### src/hdl/ifu_pkg.sv
// Shared RV32 fetch types; assumes 32-bit uncompressed instructions and xlen of 32 only

// ============================================================
// Widths and opcodes
// ============================================================
package ifu_pkg;

  // Data word width, also the width of one instruction word
  localparam int xlen = 32;

  // Register index width for the 32 integer registers
  localparam int rfidx_width = 5;

  // Major opcode width in the low bits of every instruction
  localparam int opc_width = 7;

  // Sign-extension source widths of the three immediate formats
  localparam int imm_j_width = 21;
  localparam int imm_b_width = 13;
  localparam int imm_i_width = 12;

  // The only opcodes the mini-decoder has to recognize
  localparam logic [opc_width-1:0] opc_jal    = 7'b1101111;
  localparam logic [opc_width-1:0] opc_jalr   = 7'b1100111;
  localparam logic [opc_width-1:0] opc_branch = 7'b1100011;

  // ============================================================
  // Instruction formats
  // ============================================================

  // Conditional branch layout, immediate bits scattered around rs1 and rs2
  typedef struct packed {
    logic                   imm_12;
    logic [5:0]             imm_10_5;
    logic [rfidx_width-1:0] rs2;
    logic [rfidx_width-1:0] rs1;
    logic [2:0]             funct3;
    logic [3:0]             imm_4_1;
    logic                   imm_11;
    logic [opc_width-1:0]   opcode;
  } ifu_b_fmt_t;

  // JAL layout; the rs1 position is reused by the upper immediate bits
  typedef struct packed {
    logic                   imm_20;
    logic [9:0]             imm_10_1;
    logic                   imm_11;
    logic [7:0]             imm_19_12;
    logic [rfidx_width-1:0] rd;
    logic [opc_width-1:0]   opcode;
  } ifu_j_fmt_t;

  // JALR layout, a plain 12-bit immediate above rs1
  typedef struct packed {
    logic [11:0]            imm_11_0;
    logic [rfidx_width-1:0] rs1;
    logic [2:0]             funct3;
    logic [rfidx_width-1:0] rd;
    logic [opc_width-1:0]   opcode;
  } ifu_i_fmt_t;

  // One fetched word seen through each of the three formats
  typedef union packed {
    ifu_b_fmt_t b_fmt;
    ifu_j_fmt_t j_fmt;
    ifu_i_fmt_t i_fmt;
  } ifu_instr_u;

  // ============================================================
  // Decode and prediction bundles
  // ============================================================

  // Decoder result, flags already qualified by the instruction valid level
  typedef struct packed {
    logic                   valid;
    logic                   jal;
    logic                   jalr;
    logic                   bxx;
    logic [xlen-1:0]        imm;
    logic [rfidx_width-1:0] rs1_idx;
  } ifu_dec_t;

  // Predictor result; wait_req freezes the PC until a JALR base is safe to read
  typedef struct packed {
    logic            taken;
    logic            wait_req;
    logic [xlen-1:0] add_op1;
    logic [xlen-1:0] add_op2;
  } ifu_prdt_t;

endpackage
### src/hdl/ifu_top.sv
// Fetch-side branch prediction only; instr and register status must stay stable while bpu_wait is high
`timescale 1ns/1ps

module ifu_top #(
  parameter int                       pc_size  = 32,
  parameter logic [ifu_pkg::xlen-1:0] reset_pc = 32'h0000_1000
) (
  input  logic                            clk,
  input  logic                            reset,
  input  logic [ifu_pkg::xlen-1:0]        instr,
  input  logic                            instr_valid,
  input  logic                            oitf_empty,
  input  logic                            ir_valid,
  input  logic                            ir_rd_wen,
  input  logic [ifu_pkg::rfidx_width-1:0] ir_rd_idx,
  input  logic [ifu_pkg::xlen-1:0]        rf_x1,
  input  logic [ifu_pkg::xlen-1:0]        rf_rs1,
  output logic [pc_size-1:0]              pc,
  output logic [ifu_pkg::rfidx_width-1:0] rf_rs1_idx,
  output logic                            bpu_wait,
  output logic                            prdt_taken
);

  // ============================================================
  // Decode, predict, update
  // ============================================================

  // Decoded flags and immediate, shared by predictor and PC register
  ifu_pkg::ifu_dec_t  dec;

  // Prediction, wait level and adder operands
  ifu_pkg::ifu_prdt_t prdt;

  ifu_minidec minidec0 (
    .instr       (instr),
    .instr_valid (instr_valid),
    .dec         (dec)
  );

  // Current PC loops back as the base for JAL and Bxx
  ifu_bpu #(
    .pc_size (pc_size)
  ) bpu0 (
    .pc         (pc),
    .dec        (dec),
    .oitf_empty (oitf_empty),
    .ir_valid   (ir_valid),
    .ir_rd_wen  (ir_rd_wen),
    .ir_rd_idx  (ir_rd_idx),
    .rf_x1      (rf_x1),
    .rf_rs1     (rf_rs1),
    .rf_rs1_idx (rf_rs1_idx),
    .prdt       (prdt)
  );

  ifu_pc_gen #(
    .pc_size  (pc_size),
    .reset_pc (reset_pc)
  ) pc_gen0 (
    .clk   (clk),
    .reset (reset),
    .dec   (dec),
    .prdt  (prdt),
    .pc    (pc)
  );

  // Status pins are plain copies of the prediction fields
  assign bpu_wait   = prdt.wait_req;
  assign prdt_taken = prdt.taken;

endmodule

### src/hdl/ifu_pc_gen.sv
// PC advances only on a valid fetch without wait; bits above pc_size of the target sum are dropped
`timescale 1ns/1ps

module ifu_pc_gen #(
  parameter int                       pc_size  = 32,
  parameter logic [ifu_pkg::xlen-1:0] reset_pc = 32'h0000_1000
) (
  input  logic               clk,
  input  logic               reset,
  input  ifu_pkg::ifu_dec_t  dec,
  input  ifu_pkg::ifu_prdt_t prdt,
  output logic [pc_size-1:0] pc
);

  // Fixed step for a 32-bit instruction
  localparam logic [pc_size-1:0] pc_incr = pc_size'(4);

  // ============================================================
  // Next PC selection
  // ============================================================

  // Full-width result of the one target adder shared by every branch kind
  logic [ifu_pkg::xlen-1:0] tgt_sum;

  // Target with bit 0 forced low, as JALR requires
  logic [pc_size-1:0] tgt_pc;

  // Fall-through address
  logic [pc_size-1:0] seq_pc;

  // Chosen next address and its load enable
  logic [pc_size-1:0] next_pc;
  logic               pc_upd;

  assign tgt_sum = prdt.add_op1 + prdt.add_op2;

  // Clearing bit 0 is harmless for JAL and Bxx, whose offsets are already even
  assign tgt_pc = {tgt_sum[pc_size-1:1], 1'b0};

  assign seq_pc = pc + pc_incr;

  // Not-taken branches and ordinary instructions both fall through
  assign next_pc = prdt.taken ? tgt_pc : seq_pc;

  // Hold while a JALR base is unsafe or no instruction was presented
  assign pc_upd = dec.valid & ~prdt.wait_req;

  // ============================================================
  // PC register
  // ============================================================

  always_ff @(posedge clk) begin
    if (reset) begin
      pc <= reset_pc[pc_size-1:0];
    end else if (pc_upd) begin
      pc <= next_pc;
    end
  end

endmodule

### src/hdl/ifu_bpu.sv
// Static BTFN prediction only; JALR bases other than x0 and x1 need the register file read port
`timescale 1ns/1ps

module ifu_bpu #(
  parameter int pc_size = 32
) (
  input  logic [pc_size-1:0]              pc,
  input  ifu_pkg::ifu_dec_t               dec,
  input  logic                            oitf_empty,
  input  logic                            ir_valid,
  input  logic                            ir_rd_wen,
  input  logic [ifu_pkg::rfidx_width-1:0] ir_rd_idx,
  input  logic [ifu_pkg::xlen-1:0]        rf_x1,
  input  logic [ifu_pkg::xlen-1:0]        rf_rs1,
  output logic [ifu_pkg::rfidx_width-1:0] rf_rs1_idx,
  output ifu_pkg::ifu_prdt_t              prdt
);

  // ============================================================
  // JALR base register class
  // ============================================================

  // x0 reads as zero, x1 has a dedicated port, anything else uses read port 1
  logic rs1_x0;
  logic rs1_x1;
  logic rs1_xn;

  // The IR is about to write x1, a read-after-write hazard on the link register
  logic ir_writes_x1;

  // Hazard for each base register class, only meaningful for a JALR
  logic dep_x1;
  logic dep_xn;

  // PC widened to word width for the adder operand mux
  logic [ifu_pkg::xlen-1:0] pc_ext;

  assign rs1_x0 = (dec.rs1_idx == ifu_pkg::rfidx_width'(0));
  assign rs1_x1 = (dec.rs1_idx == ifu_pkg::rfidx_width'(1));
  assign rs1_xn = ~rs1_x0 & ~rs1_x1;

  // ============================================================
  // Dependency and wait
  // ============================================================

  assign ir_writes_x1 = ir_valid & ir_rd_wen & (ir_rd_idx == ifu_pkg::rfidx_width'(1));

  // A long op in flight may write x1, and so may the IR if its rd is x1
  assign dep_x1 = dec.jalr & rs1_x1 & (~oitf_empty | ir_writes_x1);

  // Any other base waits while both a long op and the IR are outstanding
  assign dep_xn = dec.jalr & rs1_xn & ~oitf_empty & ir_valid;

  // Wait is a level and drops as soon as the environment clears its status
  assign prdt.wait_req = dep_x1 | dep_xn;

  // ============================================================
  // Prediction
  // ============================================================

  // Jumps always go, a branch goes only when its offset points backward
  assign prdt.taken = dec.jal | dec.jalr | (dec.bxx & dec.imm[ifu_pkg::xlen-1]);

  // ============================================================
  // Adder operands
  // ============================================================

  // Upper bits above the PC width read as zero
  always_comb begin
    pc_ext = '0;
    pc_ext[pc_size-1:0] = pc;
  end

  // Base operand follows the same priority as the format decode
  always_comb begin
    if (dec.jal | dec.bxx) begin
      prdt.add_op1 = pc_ext;
    end else if (dec.jalr & rs1_x0) begin
      prdt.add_op1 = '0;
    end else if (dec.jalr & rs1_x1) begin
      prdt.add_op1 = rf_x1;
    end else begin
      prdt.add_op1 = rf_rs1;
    end
  end

  // Offset operand is the decoded immediate for every branch kind
  assign prdt.add_op2 = dec.imm;

  // Read request for the xn base goes straight to the register file
  assign rf_rs1_idx = dec.rs1_idx;

endmodule

### src/hdl/ifu_minidec.sv
// Recognizes only JAL, JALR and Bxx; funct3 is not checked, so any branch-major opcode is a Bxx
`timescale 1ns/1ps

module ifu_minidec (
  input  logic [ifu_pkg::xlen-1:0] instr,
  input  logic                     instr_valid,
  output ifu_pkg::ifu_dec_t        dec
);

  // ============================================================
  // Format views and opcode match
  // ============================================================

  // The same word is decoded three ways, picked later by opcode
  ifu_pkg::ifu_instr_u instr_u;

  // Raw opcode matches before valid gating
  logic is_jal;
  logic is_jalr;
  logic is_bxx;

  // Reassembled immediates at their natural widths
  logic [ifu_pkg::imm_j_width-1:0] imm_j;
  logic [ifu_pkg::imm_b_width-1:0] imm_b;
  logic [ifu_pkg::imm_i_width-1:0] imm_i;

  // Sign-extended immediates at full word width
  logic [ifu_pkg::xlen-1:0] imm_j_ext;
  logic [ifu_pkg::xlen-1:0] imm_b_ext;
  logic [ifu_pkg::xlen-1:0] imm_i_ext;

  assign instr_u = instr;

  // The opcode sits in the same bits in all formats, so any view would do
  assign is_jal  = (instr_u.j_fmt.opcode == ifu_pkg::opc_jal);
  assign is_jalr = (instr_u.i_fmt.opcode == ifu_pkg::opc_jalr);
  assign is_bxx  = (instr_u.b_fmt.opcode == ifu_pkg::opc_branch);

  // ============================================================
  // Immediate reassembly
  // ============================================================

  // J-type offset is a multiple of 2, bit 0 is implied zero
  assign imm_j = {instr_u.j_fmt.imm_20,
                  instr_u.j_fmt.imm_19_12,
                  instr_u.j_fmt.imm_11,
                  instr_u.j_fmt.imm_10_1,
                  1'b0};

  // B-type offset also drops bit 0, and bit 11 lives down at bit 7 of the word
  assign imm_b = {instr_u.b_fmt.imm_12,
                  instr_u.b_fmt.imm_11,
                  instr_u.b_fmt.imm_10_5,
                  instr_u.b_fmt.imm_4_1,
                  1'b0};

  // I-type offset is contiguous and keeps bit 0; the target clears it later
  assign imm_i = instr_u.i_fmt.imm_11_0;

  // Replicate each top bit so backward offsets stay negative at full width
  assign imm_j_ext = {{(ifu_pkg::xlen-ifu_pkg::imm_j_width){imm_j[ifu_pkg::imm_j_width-1]}},
                      imm_j};
  assign imm_b_ext = {{(ifu_pkg::xlen-ifu_pkg::imm_b_width){imm_b[ifu_pkg::imm_b_width-1]}},
                      imm_b};
  assign imm_i_ext = {{(ifu_pkg::xlen-ifu_pkg::imm_i_width){imm_i[ifu_pkg::imm_i_width-1]}},
                      imm_i};

  // ============================================================
  // Output bundle
  // ============================================================

  always_comb begin
    // Flags only count for a valid fetch, nothing downstream looks at instr_valid again
    dec.valid = instr_valid;
    dec.jal   = instr_valid & is_jal;
    dec.jalr  = instr_valid & is_jalr;
    dec.bxx   = instr_valid & is_bxx;

    // Pick the immediate that matches the opcode, zero for everything else
    if (is_jal) begin
      dec.imm = imm_j_ext;
    end else if (is_bxx) begin
      dec.imm = imm_b_ext;
    end else if (is_jalr) begin
      dec.imm = imm_i_ext;
    end else begin
      dec.imm = '0;
    end

    // rs1 shares its bit position in the B and I views, so the I view serves both
    dec.rs1_idx = instr_u.i_fmt.rs1;
  end

endmodule

### config.mk
export PLATFORM = sky130hd
export DESIGN_NAME = ifu_top
export DESIGN_NICKNAME = d
export VERILOG_FILES = /design/src/hdl/ifu_pkg.sv /design/src/hdl/ifu_top.sv /design/src/hdl/ifu_pc_gen.sv /design/src/hdl/ifu_bpu.sv /design/src/hdl/ifu_minidec.sv
export SDC_FILE = /design/constraint.sdc
export NUM_CORES = 1
export LEC_CHECK = 0
export BUFFER_PORTS_ARGS = -buffer_cell sky130_fd_sc_hd__buf_2
export CAP_MARGIN = 20
export CORE_ASPECT_RATIO = 0.8
export CORE_UTILIZATION = 49
export CTS_CLUSTER_DIAMETER = 120
export DETAILED_ROUTE_END_ITERATION = 12
export PLACE_DENSITY = 0.81
export SYNTH_ARGS = -nofsm -noshare
export SYNTH_HDL_FRONTEND = slang
export SYNTH_HIERARCHICAL = 1
export SYNTH_SLANG_ARGS = --single-unit
### constraint.sdc
create_clock -name clk -period 4.4 [get_ports clk]
set_input_delay 0.44 -clock clk [delete_from_list [all_inputs] [get_ports clk]]
set_output_delay 0.44 -clock clk [all_outputs]
set_load 0.005 [all_outputs]
Word level (Yosys, flattened, before mapping)

Index checks and enable logic that the tools add are counted.

Bitwise logic cells: 23
Add/sub/neg operators: 2
Equal/unequal tests: 5
Reductions and logical operators: 1
Muxes and demuxes: 7

Operators with widths:

| kind                                          | count |
|---|---|
| two-way mux 32 bit                            | 7 |
| adder 32 x 3 -> 32 bit, second input constant | 1 |
| adder 32 bit                                  | 1 |
| == test 7 bit, second input constant          | 3 |
| bitwise AND 1 bit                             | 14 |
| == test 5 x 1 -> 1 bit, second input constant | 2 |
| zero test 5 bit                               | 1 |
| bitwise OR 1 bit                              | 5 |
| NOT 1 bit                                     | 4 |

Flip-flop bits (word level): 32
Input bits: 107

Longest topological paths before layout

Depth in word-level cells: 9
Mapped depth: 20

Hierarchy

Netlist, hierarchy kept.

Modules (own cells, without submodules):

| module      | area each (sq um) | times used | sequential area each (sq um) | cells each |
|---|---|---|---|---|
| ifu_pc_gen  | 3425.8            | 1          | 620.6                        | 472 |
| ifu_bpu     | 1197.4            | 1          | 0.0                          | 199 |
| ifu_minidec | 479.2             | 1          | 0.0                          | 72 |

Worst setup path after synthesis

No wires, ideal clock.

Path type: in2reg
Start point: input port instr[3] (netlist name)
End point: register pc_gen0.pc[24]
Path slack: 253 ps
Stages on the path: 20
Data arrival time: 4044 ps
Required time: 4297 ps
Library setup time: 103 ps
Cell sequence: buf_2 and2_1 buf_2 nand2_1 nor2_2 nor2_1 clkbuf_1 nor2_1 a31oi_1 inv_1 fa_1 nand2b_1 a211oi_1 o21a_1 a2111oi_4 o21a_2 o211ai_2 a21oi_2 xnor2_1 a2111oi_2

RTL lines:

| what                 | RTL line         | source |
|---|---|---|
| from (decl)          | ifu_top.sv:10    | `input logic [ifu_pkg::xlen-1:0] instr,` |
| to (signal assigned) | ifu_pc_gen.sv:54 | `pc <= reset_pc[pc_size-1:0];` |
| to (signal assigned) | ifu_pc_gen.sv:56 | `pc <= next_pc;` |
| to (decl)            | ifu_pc_gen.sv:12 | `output logic [pc_size-1:0] pc` |

==> metrics.md <==
| Metric | Value |
|---|---|
| Fin util | 57.1% |
| Crit-path max cell delay | 0.41 ns |
| Mapped cell area | 5100 um^2 |
| RR Endpoint | pc_gen0/pc[24] |
| Setup TNS | 0 ns |
| Cell area after layout | 5650 um^2 |
| Most frequent cells in the layout | buf_2, nor2_1, a21oi_1, nand2_1, o21ai_0 |
| Hold Fails Final Rpt | 0 |
| All-Layer GR Usage | roughly 30% |
| First-pass GRT wire length | 25700 um |
| Hold path start | pc_gen0/pc[10] |
| Initial Util | around 52% |
| Top post-synthesis cells by area | dfxtp_1, buf_4, ha_1 |
| Gpl congestion | 0.979 |
| Detailed Place HPWL | 12900 um |
| Synth top area share | roughly an eighth |
| Critical Path Sink Type | flop |
| Initial antenna violation count | 0 |
| Die height | roughly 93 um |
| Asr flop ratio synth | 0% |
| Synth Area per Inst | 6.87 um^2 |
| Crit path to | pc_gen0/pc[24] |
| Final #Nets | 949 |
| Bufs and invs on worst path | 2 |
| DRC | 0 |
| Post-route setup slack | between 0.3 and 0.4 ns |
| Ys flop type | dfxtp_1 |
| I/O Buffers | 144 |
| Final Cycle Share | 93.2% |
| Most common cell after layout, fill and taps aside | buf_2 |
| Reg-to-reg critical path startpoint | pc_gen0/pc[1] |
| N_diodes | 0 |
| Int Pwr | ~0.63 mW |
| Switch Pwr | 0.256 mW |
| Multi-input gate area in the final layout | 3770 um^2 |
| Vias | 5898 |
| Hold WS | 0.543 ns |
| Worst path arrival time | ~4.3 ns |
| CTS Buf Count | 5 |
| Synth Instances | between 700 and 800 |
| Register area share after synthesis | 12.2% |
| DIE AREA | 10800 um^2 |
| Share of layout cells above drive strength 1 | 25.5% |
| Switching share of power | 29.0% |
| Worst hold stages | 2 |
| Crit path from | instr[4] |
| Flop pwr share | 32.8% |
| Root Buffer Master | clkbuf_16 |
| Critical path fanouts, max | 8 |
| Area Overhead vs Synth | 10.7% |
| Worst-margin pin slew | ~0.61 ns |
| Pre-CTS setup slack | -0.0280 ns |
| Distinct cells, synth | 73 |
| Critical Path Start Type | input pin |
| Placed insts | about 940 |
| VDD IR-drop max | 103 uV |
| Max Slew Vio Count | 0 |
| Relative slew slack | 59.4% |
| Crit path kind | in -> reg |
| F_max | 0.244 GHz |
| Crit path cell chain | buf_2, nand3b_4, or2_4, nor4_2, nand4_1, a31oi_1, inv_1, fa_1, nand2b_1, a211oi_1, o21a_1, a2111oi_4, o21a_2, o211ai_2, a21oi_2, xnor2_1, a2111oi_2 |
| Overall power | a little under 0.9 mW |
| Clock power share | 40.2% |
| Hold-fix buffers, CTS | 0 |
| Clock buffer depth | 2 |
| Leak Pwr | 2.41 nW |
| Setup violators final | 0 |
| Clk slew on worst S/H paths | roughly 0.050 ns |
| CTS tree | yes |
| Power Density | 156 nW/um^2 |
| EDFF count, synth | 0 |
| Total grt overflow | 0 |
| Largest regs | pc_gen0/pc x31 |
| RSZ-0062 raised after global routing | false |
| Synth warnings | 6 |
| Net count after synthesis | 882 |
| Comb power frac | 27.0% |
| Fillers | 990 |
| Status | finished clean |
| Post-route insts no fill | 947 |
| Register area | 621 um^2 |
| Die Wd | 116 um |
| Vias in the first global route | approximately 5200 |
| FF+latch count, synth | 31 |
| Worst path depth | 17 |
| Worst Reg-to-Reg Cells | 13 |
| Largest net degree at the start of global routing | 34 |
| Num ports | 146 |
| Clock Sinks | 31 |
| CP Data Required Time | 4.57 ns |
| 1st-iter DRT viols | 557 |
| CORE AREA | 9890 um^2 |
| Clock skew | 0.00576 ns |
| FP Rows | 32 |
| Top delay family on crit path | compound AO/OA/AOI/OAI gates |
| Largest Register | pc_gen0/pc |
| Cell taking the most area after synthesis | dfxtp_1 |
| Post-Route WL | 15900 um |
| Skew-Pair Late Insertion Delay | 0.27 ns |
| Drt wl/cell | 16.8 um |
| First-pass detailed-route iteration total | 6 |
| Worst R2R Setup Slack | 1.12 ns |
| Slowest-stage cell, CP | fa_1 |
| Crit path time final | 4.10 ns |
| Antenna viol nets, final | 0 |
| Max-Cap Viols | 0 |
| Placement Cell Area | 5490 um^2 |
| Max reg flops | 31 |
| Max H-tree Level | 2 |
| Hold/Removal Path Class | reg -> reg |
| Mean number of vias per cell | 6.23 |
synthesized netlist by cell type, types with 5 or more instances:
| cell | n |
|---|---|
| a21oi_2 | 6 |
| a31oi_1 | 41 |
| a22oi_1 | 10 |
| buf_6 | 8 |
| xor2_1 | 9 |
| o21a_1 | 9 |
| o22ai_1 | 5 |
| nor3_1 | 16 |
| a21oi_1 | 59 |
| xnor2_1 | 20 |
| buf_2 | 11 |
| nand4_1 | 37 |
| o21ai_1 | 28 |
| a21o_1 | 7 |
| nor2_2 | 6 |
| and2_1 | 13 |
| dfxtp_1 | 31 |
| a211oi_1 | 9 |
| nand2b_1 | 8 |
| nor2_1 | 85 |
| nand2_1 | 45 |
| and3_1 | 13 |
| nor2b_1 | 6 |
| nand3_1 | 15 |
| o21ai_0 | 45 |
| ha_1 | 31 |
| inv_1 | 10 |
| buf_4 | 56 |
| clkbuf_1 | 26 |
worst register-to-register path: stages, from the launching register on:
cell	delay [ns]
dfxtp_1	0.42
nor2_1	0.08
a31oi_1	0.20
inv_1	0.09
fa_1	0.41
nand2b_1	0.19
a211oi_1	0.34
o21a_1	0.29
a2111oi_4	0.11
o21a_2	0.26
o211ai_2	0.22
a21oi_2	0.09
xnor2_1	0.16
a2111oi_2	0.34
per-layer routing:
layer,wire [um],GRT usage [%],part of all wire (%)
met1,7420,45.5,47
met2,6490,42.3,41
met3,1790,5.90,11
met4,218,5.98,1.4
met5,0,0,0
logic make-up after synthesis:
family	count (synthesis)	synth area share (%)
AND/OR/NAND/NOR	263	26.2
XOR/XNOR	29	4.98
AO/OA/AOI/OAI	269	34.1
flip-flops	31	12.2
buffers and inverters	117	14.2
other	1	0.0735
multiplexers	1	0.196
adder cells (fa/ha/maj)	32	7.99
power by group through the flow:
stage | Sequential (mW) | Combinational, mW | Clock [mW]
floorplan | 0.293 | 0.155 | 0
global route | 0.289 | 0.259 | 0.375
finish | 0.289 | 0.238 | 0.355
CTS | 0.289 | 0.232 | 0.358
global placement | 0.294 | 0.229 | 0
detailed placement | 0.294 | 0.231 | 0
worst min-delay path by stage:
stage,slack (ns),endpoint
after CTS,0.55,pc_gen0/pc[10]
final,0.54,pc_gen0/pc[10]
after global routing,0.56,pc_gen0/pc[10]
after floorplan,0.51,pc_gen0/pc[1]
after detailed placement,0.55,pc_gen0/pc[10]
after global placement,0.55,pc_gen0/pc[10]
area by class of cell:
cell class | instances | share of cell area (%)
clock buffer | 8 | 2.77
inverter | 10 | 0.664
multi-input combinational | 595 | 66.8
sequential | 31 | 11.0
tap | 136 | 3.01
timing repair buffer | 167 | 15.8
repair_timing:
action / CTS / global route
resized for setup: 0 / 1
setup endpoints to repair: 0 / 3
buffers inserted: 0 / 0
Power figures use the tool's default switching activity.
